==> config.mk <==
export PLATFORM = sky130hd
export DESIGN_NAME = ntm_cell_top
export DESIGN_NICKNAME = d
export VERILOG_FILES = /design/src/source/ntm_pkg.sv /design/src/source/ntm_cell_top.sv /design/src/source/ntm_controller.sv /design/src/source/ntm_dot_product.sv /design/src/source/ntm_logistic_combiner.sv
export SDC_FILE = /design/constraint.sdc
export NUM_CORES = 2
export LEC_CHECK = 0
export BUFFER_PORTS_ARGS = -buffer_cell sky130_fd_sc_hd__buf_2
export CAP_MARGIN = 25
export CORE_MARGIN = 3
export CORE_UTILIZATION = 25
export DETAILED_ROUTE_END_ITERATION = 7
export GPL_ROUTABILITY_DRIVEN = 0
export PLACE_DENSITY = 0.51
export SETUP_SLACK_MARGIN = 0.2
export SLEW_MARGIN = 10
export SYNTH_ARGS = -nofsm -noshare
export SYNTH_HDL_FRONTEND = slang
export SYNTH_SLANG_ARGS = --single-unit
==> constraint.sdc <==
create_clock -name CLK -period 7.38 [get_ports CLK]
set_input_delay 0.369 -clock CLK [delete_from_list [all_inputs] [get_ports CLK]]
set_output_delay 0.369 -clock CLK [all_outputs]
set_load 0.01 [all_outputs]
==> src/source/ntm_pkg.sv <==
//////////////////////////////
// Shared Q8.8 word types for the controller layer
// Words are signed, 8 integer and 8 fraction bits
// Saturation helper expects a value already aligned to Q8.8
//////////////////////////////

`default_nettype none

package ntm_pkg;

  //////////////////////////////
  // Word widths
  //////////////////////////////

  // Signed data word
  localparam int DATA_SIZE = 16;
  // Fraction bits in a data word
  localparam int FRAC_SIZE = 8;
  // Full product width plus guard bits
  localparam int ACC_SIZE = 2 * DATA_SIZE + 8;

  // One Q8.8 word
  typedef logic signed [DATA_SIZE-1:0] ntm_word_t;

  // Weight and operand of one element
  typedef struct packed {
    ntm_word_t weight;
    ntm_word_t operand;
  } ntm_pair_t;

  // Same word seen raw or split at the binary point
  typedef union packed {
    ntm_word_t raw;
    struct packed {
      logic signed [DATA_SIZE-FRAC_SIZE-1:0] int_part;
      logic [FRAC_SIZE-1:0] frac_part;
    } q;
  } ntm_fixed_u;

  // Engine result, valid for one cycle
  typedef struct packed {
    ntm_word_t value;
    logic valid;
  } ntm_sum_t;

  //////////////////////////////
  // Saturation to one word
  //////////////////////////////

  function automatic ntm_word_t ntm_saturate(input logic signed [ACC_SIZE-1:0] value);
    logic [ACC_SIZE-DATA_SIZE:0] top_bits;
    top_bits = value[ACC_SIZE-1:DATA_SIZE-1];
    // All upper bits equal to the word sign means the value fits
    if ((&top_bits) || (~|top_bits)) begin
      return value[DATA_SIZE-1:0];
    end
    // Clamp toward the sign of the wide value
    if (value[ACC_SIZE-1]) begin
      return {1'b1, {(DATA_SIZE-1){1'b0}}};
    end
    return {1'b0, {(DATA_SIZE-1){1'b1}}};
  endfunction

endpackage

`default_nettype wire

==> src/source/ntm_cell_top.sv <==
//////////////////////////////
// One controller-layer time step, Q8.8
// size_r + size_l must fit in INDEX_SIZE bits
// Row inputs only after the previous h_out_enable
//////////////////////////////

`timescale 1ns/1ps
`default_nettype none

module ntm_cell_top #(
  parameter int INDEX_SIZE = 8
) (
  input  logic                  CLK,
  input  logic                  RST,
  input  logic                  start,
  input  logic [INDEX_SIZE-1:0] size_x,
  input  logic [INDEX_SIZE-1:0] size_r,
  input  logic [INDEX_SIZE-1:0] size_l,
  input  ntm_pkg::ntm_pair_t    x_pair,
  input  logic                  x_pair_enable,
  input  ntm_pkg::ntm_pair_t    r_pair,
  input  logic                  r_pair_enable,
  input  ntm_pkg::ntm_word_t    b_in,
  input  logic                  b_in_enable,
  output logic                  ready,
  output ntm_pkg::ntm_word_t    h_out,
  output logic                  h_out_enable
);

  import ntm_pkg::*;

  logic row_start;
  ntm_sum_t input_sum;
  ntm_sum_t memory_sum;

  // K.r pairs then U.h_prev pairs, one stream
  logic [INDEX_SIZE-1:0] memory_length;

  // Bias accepted only inside a row
  logic row_open;
  logic bias_enable;

  assign memory_length = size_r + size_l;

  //////////////////////////////
  // Row window for the bias
  //////////////////////////////

  always_ff @(posedge CLK or posedge RST) begin
    if (RST) begin
      row_open <= 1'b0;
    end else if (row_start) begin
      row_open <= 1'b1;
    end else if (h_out_enable) begin
      row_open <= 1'b0;
    end
  end

  // Same window the engines use through their armed flag
  assign bias_enable = b_in_enable & (row_open | row_start);

  //////////////////////////////
  // Instances
  //////////////////////////////

  ntm_controller #(
    .INDEX_SIZE(INDEX_SIZE)
  ) controller (
    .CLK(CLK),
    .RST(RST),
    .start(start),
    .size_l(size_l),
    .h_out_enable(h_out_enable),
    .ready(ready),
    .row_start(row_start)
  );

  // W(l).x
  ntm_dot_product #(
    .INDEX_SIZE(INDEX_SIZE)
  ) input_dot (
    .CLK(CLK),
    .RST(RST),
    .row_start(row_start),
    .length(size_x),
    .pair(x_pair),
    .pair_enable(x_pair_enable),
    .sum(input_sum)
  );

  // K(l).r + U(l).h_prev
  ntm_dot_product #(
    .INDEX_SIZE(INDEX_SIZE)
  ) memory_dot (
    .CLK(CLK),
    .RST(RST),
    .row_start(row_start),
    .length(memory_length),
    .pair(r_pair),
    .pair_enable(r_pair_enable),
    .sum(memory_sum)
  );

  ntm_logistic_combiner combiner (
    .CLK(CLK),
    .RST(RST),
    .input_sum(input_sum),
    .memory_sum(memory_sum),
    .b_in(b_in),
    .b_in_enable(bias_enable),
    .h_out(h_out),
    .h_out_enable(h_out_enable)
  );

endmodule

`default_nettype wire

==> src/source/ntm_controller.sv <==
//////////////////////////////
// Row sequencer for one time step
// size_l must be 1 or more
// start while running is ignored
//////////////////////////////

`timescale 1ns/1ps
`default_nettype none

module ntm_controller #(
  parameter int INDEX_SIZE = 8
) (
  input  logic                  CLK,
  input  logic                  RST,
  input  logic                  start,
  input  logic [INDEX_SIZE-1:0] size_l,
  input  logic                  h_out_enable,
  output logic                  ready,
  output logic                  row_start
);

  //////////////////////////////
  // State
  //////////////////////////////

  localparam logic STATE_IDLE = 1'b0;
  localparam logic STATE_RUN = 1'b1;

  logic state;

  // Row bookkeeping
  logic [INDEX_SIZE-1:0] size_l_q;
  logic [INDEX_SIZE-1:0] rows_done;
  logic [INDEX_SIZE-1:0] rows_next;
  logic last_row;

  assign rows_next = rows_done + 1'b1;
  // This h_out_enable closes the final row
  assign last_row = (rows_next == size_l_q);

  always_ff @(posedge CLK or posedge RST) begin
    if (RST) begin
      state <= STATE_IDLE;
      size_l_q <= '0;
      rows_done <= '0;
      row_start <= 1'b0;
      ready <= 1'b0;
    end else begin
      // Both outputs are single-cycle pulses
      row_start <= 1'b0;
      ready <= 1'b0;
      case (state)
        STATE_IDLE: begin
          if (start) begin
            size_l_q <= size_l;
            rows_done <= '0;
            // First row opens one cycle after start
            row_start <= 1'b1;
            state <= STATE_RUN;
          end
        end
        STATE_RUN: begin
          if (h_out_enable) begin
            rows_done <= rows_next;
            if (last_row) begin
              ready <= 1'b1;
              state <= STATE_IDLE;
            end else begin
              // Next row right behind the previous result
              row_start <= 1'b1;
            end
          end
        end
      endcase
    end
  end

  //////////////////////////////
  // Checks
  //////////////////////////////

  // Row results only arrive while a run is open
  assert property (@(posedge CLK) disable iff (RST) h_out_enable |-> (state == STATE_RUN))
    else $error("h_out_enable while no run is open");

endmodule

`default_nettype wire

==> src/source/ntm_dot_product.sv <==
//////////////////////////////
// Counting MAC for one row of a dot product
// length must be 1 or more, or the row never completes
// Pairs outside an armed row are dropped
//////////////////////////////

`timescale 1ns/1ps
`default_nettype none

module ntm_dot_product #(
  parameter int INDEX_SIZE = 8
) (
  input  logic                  CLK,
  input  logic                  RST,
  input  logic                  row_start,
  input  logic [INDEX_SIZE-1:0] length,
  input  ntm_pkg::ntm_pair_t    pair,
  input  logic                  pair_enable,
  output ntm_pkg::ntm_sum_t     sum
);

  import ntm_pkg::*;

  // Row control
  logic armed;
  logic [INDEX_SIZE-1:0] count;
  logic sum_valid;

  // Datapath
  logic signed [ACC_SIZE-1:0] acc;
  ntm_word_t sum_value;

  logic active;
  logic take;
  logic last;
  logic [INDEX_SIZE-1:0] count_base;
  logic [INDEX_SIZE-1:0] count_next;
  logic signed [2*DATA_SIZE-1:0] product;
  logic signed [ACC_SIZE-1:0] acc_base;
  logic signed [ACC_SIZE-1:0] acc_next;
  logic signed [ACC_SIZE-1:0] acc_shift;

  //////////////////////////////
  // Accumulate
  //////////////////////////////

  // A pair on the row_start cycle already counts for the new row
  assign active = armed | row_start;
  assign take = active & pair_enable;

  // Fresh row starts from zero
  assign count_base = row_start ? '0 : count;
  assign acc_base = row_start ? '0 : acc;
  assign count_next = count_base + 1'b1;
  assign last = take && (count_next == length);

  // Full-width product, no rounding before the sum
  assign product = $signed(pair.weight) * $signed(pair.operand);
  assign acc_next = acc_base + product;
  // Back to Q8.8, floor rounding
  assign acc_shift = acc_next >>> FRAC_SIZE;

  always_ff @(posedge CLK or posedge RST) begin
    if (RST) begin
      armed <= 1'b0;
      count <= '0;
      sum_valid <= 1'b0;
    end else begin
      sum_valid <= last;
      // Last pair wins over a new arm in the same cycle
      if (last) begin
        armed <= 1'b0;
      end else if (row_start) begin
        armed <= 1'b1;
      end
      if (active) begin
        count <= take ? count_next : count_base;
      end
    end
  end

  // Payload only, cleared by row_start
  always_ff @(posedge CLK) begin
    if (active) begin
      acc <= take ? acc_next : acc_base;
    end
    if (last) begin
      sum_value <= ntm_saturate(acc_shift);
    end
  end

  assign sum.value = sum_value;
  assign sum.valid = sum_valid;

  // One result per row, never a held strobe
  assert property (@(posedge CLK) disable iff (RST) sum_valid |=> !sum_valid)
    else $error("sum valid held for two cycles");

endmodule

`default_nettype wire

==> src/source/ntm_logistic_combiner.sv <==
//////////////////////////////
// Adds both engine sums and the bias, then hard logistic
// h_out_enable comes 2 cycles after the last of the three pieces
// Each piece may arrive only once per row
//////////////////////////////

`timescale 1ns/1ps
`default_nettype none

module ntm_logistic_combiner (
  input  logic               CLK,
  input  logic               RST,
  input  ntm_pkg::ntm_sum_t  input_sum,
  input  ntm_pkg::ntm_sum_t  memory_sum,
  input  ntm_pkg::ntm_word_t b_in,
  input  logic               b_in_enable,
  output ntm_pkg::ntm_word_t h_out,
  output logic               h_out_enable
);

  import ntm_pkg::*;

  // 0.5 and 1.0 in Q8.8
  localparam ntm_word_t HALF = ntm_word_t'(1 << (FRAC_SIZE - 1));
  localparam ntm_word_t ONE = ntm_word_t'(1 << FRAC_SIZE);

  // Hold registers and present flags
  ntm_word_t in_hold;
  ntm_word_t mem_hold;
  ntm_word_t b_hold;
  logic in_have;
  logic mem_have;
  logic b_have;

  // Piece either held or arriving now
  logic in_ready;
  logic mem_ready;
  logic b_ready;
  ntm_word_t in_word;
  ntm_word_t mem_word;
  ntm_word_t b_word;
  logic fire;

  logic signed [ACC_SIZE-1:0] z_wide;
  ntm_word_t z;
  logic z_valid;
  ntm_fixed_u z_view;
  logic low_sat;
  logic high_sat;
  ntm_word_t h_next;

  //////////////////////////////
  // Collect the pieces
  //////////////////////////////

  assign in_ready = in_have | input_sum.valid;
  assign mem_ready = mem_have | memory_sum.valid;
  assign b_ready = b_have | b_in_enable;

  // Bypass so the last piece needs no extra cycle
  assign in_word = input_sum.valid ? input_sum.value : in_hold;
  assign mem_word = memory_sum.valid ? memory_sum.value : mem_hold;
  assign b_word = b_in_enable ? b_in : b_hold;
  assign fire = in_ready & mem_ready & b_ready;

  // Sign extended into the wide sum
  assign z_wide = in_word + mem_word + b_word;

  always_ff @(posedge CLK or posedge RST) begin
    if (RST) begin
      in_have <= 1'b0;
      mem_have <= 1'b0;
      b_have <= 1'b0;
      z_valid <= 1'b0;
      h_out_enable <= 1'b0;
    end else begin
      z_valid <= fire;
      h_out_enable <= z_valid;
      if (fire) begin
        // Row consumed, wait for the next one
        in_have <= 1'b0;
        mem_have <= 1'b0;
        b_have <= 1'b0;
      end else begin
        if (input_sum.valid) in_have <= 1'b1;
        if (memory_sum.valid) mem_have <= 1'b1;
        if (b_in_enable) b_have <= 1'b1;
      end
    end
  end

  always_ff @(posedge CLK) begin
    if (input_sum.valid) in_hold <= input_sum.value;
    if (memory_sum.valid) mem_hold <= memory_sum.value;
    if (b_in_enable) b_hold <= b_in;
    if (fire) z <= ntm_saturate(z_wide);
    if (z_valid) h_out <= h_next;
  end

  //////////////////////////////
  // Hard logistic
  //////////////////////////////

  assign z_view.raw = z;
  // z <= -2.0, floor integer part alone is not enough
  assign low_sat = ($signed(z_view.q.int_part) < -8'sd2) ||
                   (($signed(z_view.q.int_part) == -8'sd2) && (z_view.q.frac_part == '0));
  // z >= 2.0
  assign high_sat = $signed(z_view.q.int_part) >= 8'sd2;

  always_comb begin
    if (low_sat) begin
      h_next = '0;
    end else if (high_sat) begin
      h_next = ONE;
    end else begin
      // Slope 1/4 around 0.5
      h_next = HALF + (z_view.raw >>> 2);
    end
  end

  // Engine must not deliver twice into an unconsumed hold
  assert property (@(posedge CLK) disable iff (RST)
    !(input_sum.valid && in_have) && !(memory_sum.valid && mem_have))
    else $error("engine sum arrived while hold still present");

endmodule

`default_nettype wire

==> key figures <==
Global route
  – Met1 Usage GRT: 17.9%
  – Total congestion overflow: 0
  – Vias in the first global route: 28100
  – Initial antenna violation count: 6
  – Met3 usage: 1.30%
  – First-pass GRT wire length: 153 mm
  – Largest net degree at the start of global routing: 68
  – Most used routing layer: met2
  – Met2 Use GR: 20.6%
  – Gr usage total: 12.5%

Routing
  – First-pass DRT Iterations: 8
  – DRC Markers: 0
  – Via density: 4.34
  – ANT nets after route: 0
  – Final WL: 92.3 mm
  – DR vias: 26300
  – Iter 0 DRT Violations: 1335
  – WL/cell: 15.2 um

Logic synthesis
  – Post-Syn Instances: 3785
  – Flops & latches, synth: 236
  – Number of flops mapped to enable cells by yosys: 143
  – Asr flop ratio synth: 19.1%
  – Mean Syn Cell Area: 9.70 um^2
  – Yosys top cell area share: 37.0%
  – Yosys top cell by area: fa_1
  – Most area-consuming cells after synthesis: fa_1 37%, edfxtp_1 12%, ha_1 8.8%, inv_1 8.1%, nand2_1 4.5%
  – Sequential share of the synthesized area: 17.4%
  – Post-Syn Area: 36700 um^2
  – Yosys warning count: 0
  – Synth Flop Type: edfxtp_1
  – Post-synth cell types: 89

Final layout
  – Filler cells: 15300
  – Syn-to-layout area delta: 17.5%
  – Share of layout cells above drive strength 1: 15.8%
  – Most frequent cells in the layout: 790 x inv_1, 675 x fa_1, 431 x nand2_1
  – Final #Nets: 5179
  – Most common cell after layout, fill and taps aside: inv_1

STA
  – Highest Clock Rate: 0.144 GHz
  – Setup Viol. Count Final: 0
  – Hold slack: 48.1 ps
  – Max-slew headroom: 36.9%
  – Final worst-path cycle share: 94.2%
  – Worst Max-Slew Pin Slew: 943 ps
  – Final slew viol count: 0
  – Worst clock skew: 15.7 ps
  – Setup total negative slack: 0 ps
  – RSZ-0062 raised after global routing: no
  – Min Tclk post-route: 6950 ps
  – Final Hold Fails: 0

Clock tree
  – Clock transition at the registers of the reported paths: 60 ps
  – TritonCTS clock tree: done
  – H-tree Lvls: 1
  – Clk Latency, worst-skew pair: 610 ps
  – Max Root-Sink Buffers: 3
  – CTS sink count: 236
  – Total CTS buffers: 29
  – CTS Root Cell: clkbuf_16

Critical path
  – Arr. time, crit path: 7410 ps
  – WS Path Type: reg2reg
  – CP Max Fanout: 11
  – Crit. End Element: flip-flop
  – Worst endpoint required time: 7840 ps
  – Reg2Reg Depth: 23
  – Critical Path Start Type: flip-flop

Die
  – FP Rows: 139
  – Starting Density: 25.4%
  – Die H: 389 um
  – Die width: 389 um
  – Top Ports: 128
  – Total die area: 151000 um^2
  – Core box area: 145000 um^2

Placed design
  – IO Port Bufs: 127
  – Final HPWL DP: 77.6 mm

Run status
  – Outcome: finished, final reports clean

Hold path
  – Hold depth: 2
  – Hold WC Path Type: in2reg

Run
  – Max-cap violations: 0
## layout make-up
cell class              count  area [um^2]  area share, %
inverters                 793         2980           6.90
clock inverters            23          274          0.635
multi-input cells        2628        27100           62.8
repair buffers            446         3260           7.56
flip-flops and latches    236         6380           14.8
clock buffers              31          764           1.77
diodes                      3         7.51         0.0174
well taps                1903         2380           5.52
## flip-flops by register name, indices dropped and copies added (netlist names), 8 cells and up
signal and count:
input_dot.acc 40, memory_dot.count 8, controller.rows_done 8, memory_dot.acc 40, combiner.in_hold 16, combiner.mem_hold 16, combiner.z 16, memory_dot.sum_value 16
input_dot.sum_value 16, controller.size_l_q 8, combiner.h_out 15, input_dot.count 8, combiner.b_hold 16
## through the flow
| stage | setup WS [ps] | utilization (%) | std cells | area (um^2) |
|---|---|---|---|---|
| after detailed placement | -374 | 28.7 | 5983 | 41600 |
| after global placement | -268 | 28.7 | 5983 | 41600 |
| after CTS | 265 | 29.6 | 6050 | 42800 |
| after global routing | 173 | 29.8 | 6061 | 43100 |
| after floorplan | 216 | - | 3787 | 36700 |
| final | 429 | 29.8 | 6063 | 43100 |
## Yosys cell counts, types with 4 or more instances
master / number
a211oi_1: 16
a21o_1: 36
a21oi_1: 96
a22o_1: 5
a31o_2: 4
a31oi_1: 13
and2_1: 240
and3_1: 13
and4_1: 4
buf_1: 7
buf_2: 9
clkbuf_1: 109
dfrtp_1: 45
dfxtp_1: 48
edfxtp_1: 143
fa_1: 678
ha_1: 257
inv_1: 793
mux2_2: 64
mux2i_1: 6
nand2_1: 436
nand2b_1: 14
nand3_1: 40
nand4_1: 20
nor2_1: 122
nor2b_1: 99
nor3_1: 20
nor4_1: 9
o211ai_1: 6
o21a_1: 18
o21ai_0: 129
o21ai_1: 5
o21ai_2: 20
o21bai_1: 9
o31ai_1: 16
o41ai_1: 6
or2_2: 4
or3_1: 8
or4_1: 7
xnor2_1: 86
xor2_1: 56
## timing repair
action                                  4_1_cts  5_1_grt
hold buffers                                  9        0
setup buffers                                 4        6
pin swaps                                     0       11
endpoints found under the setup margin       15       30
gates cloned                                  0        2
gates resized for setup                       0       57
endpoints found under the hold margin        53        0
## worst max-delay path, cell delays in order (launching register included)
cell       delay (ps)
dfrtp_4           520
buf_12            150
buf_4             200
nor2b_1           180
ha_1              270
fa_1              540
fa_1              460
fa_1              560
inv_1              50
fa_1              470
inv_1              40
ha_1              300
and3_1            210
and3_1            200
nand3_1           210
a2111oi_4         400
or2_4             230
a21oi_2            80
xor2_1            160
or4_1             590
nor4_4            360
a41oi_4           240
buf_4             260
o21ai_2           110
## per-layer routing
metal	vias to the layer above	wire length, um
met5	-	12
met4	2	1530
met3	89	3000
met2	396	43300
met1	13400	44500
li1	12500	-
## logic make-up after synthesis
kind of cell,Yosys count,share of synthesized area (%)
xor+xnor,142,3.39
other cells,1,0.0102
simple gates,1049,14.0
flops,236,17.4
mux,70,2.13
fa+ha+maj,935,45.7
compound gates,429,7.77
buf+inv,923,9.54
## final timing paths
path	start	to	slack (ps)
hold / removal	b_in[5]	combiner.b_hold[5]	50
max in group asynchronous	RST	controller.row_start	6310
setup / recovery	controller.row_start	input_dot.sum_value[8]	430
min in group asynchronous	RST	controller.ready	510
hold reg to reg	combiner.in_hold[12]	combiner.in_hold[12]	500
setup reg to reg	controller.row_start	input_dot.sum_value[8]	430
Power is not shown: default switching activity piles up to over one toggle a cycle in this logic, so the estimate is an artifact.
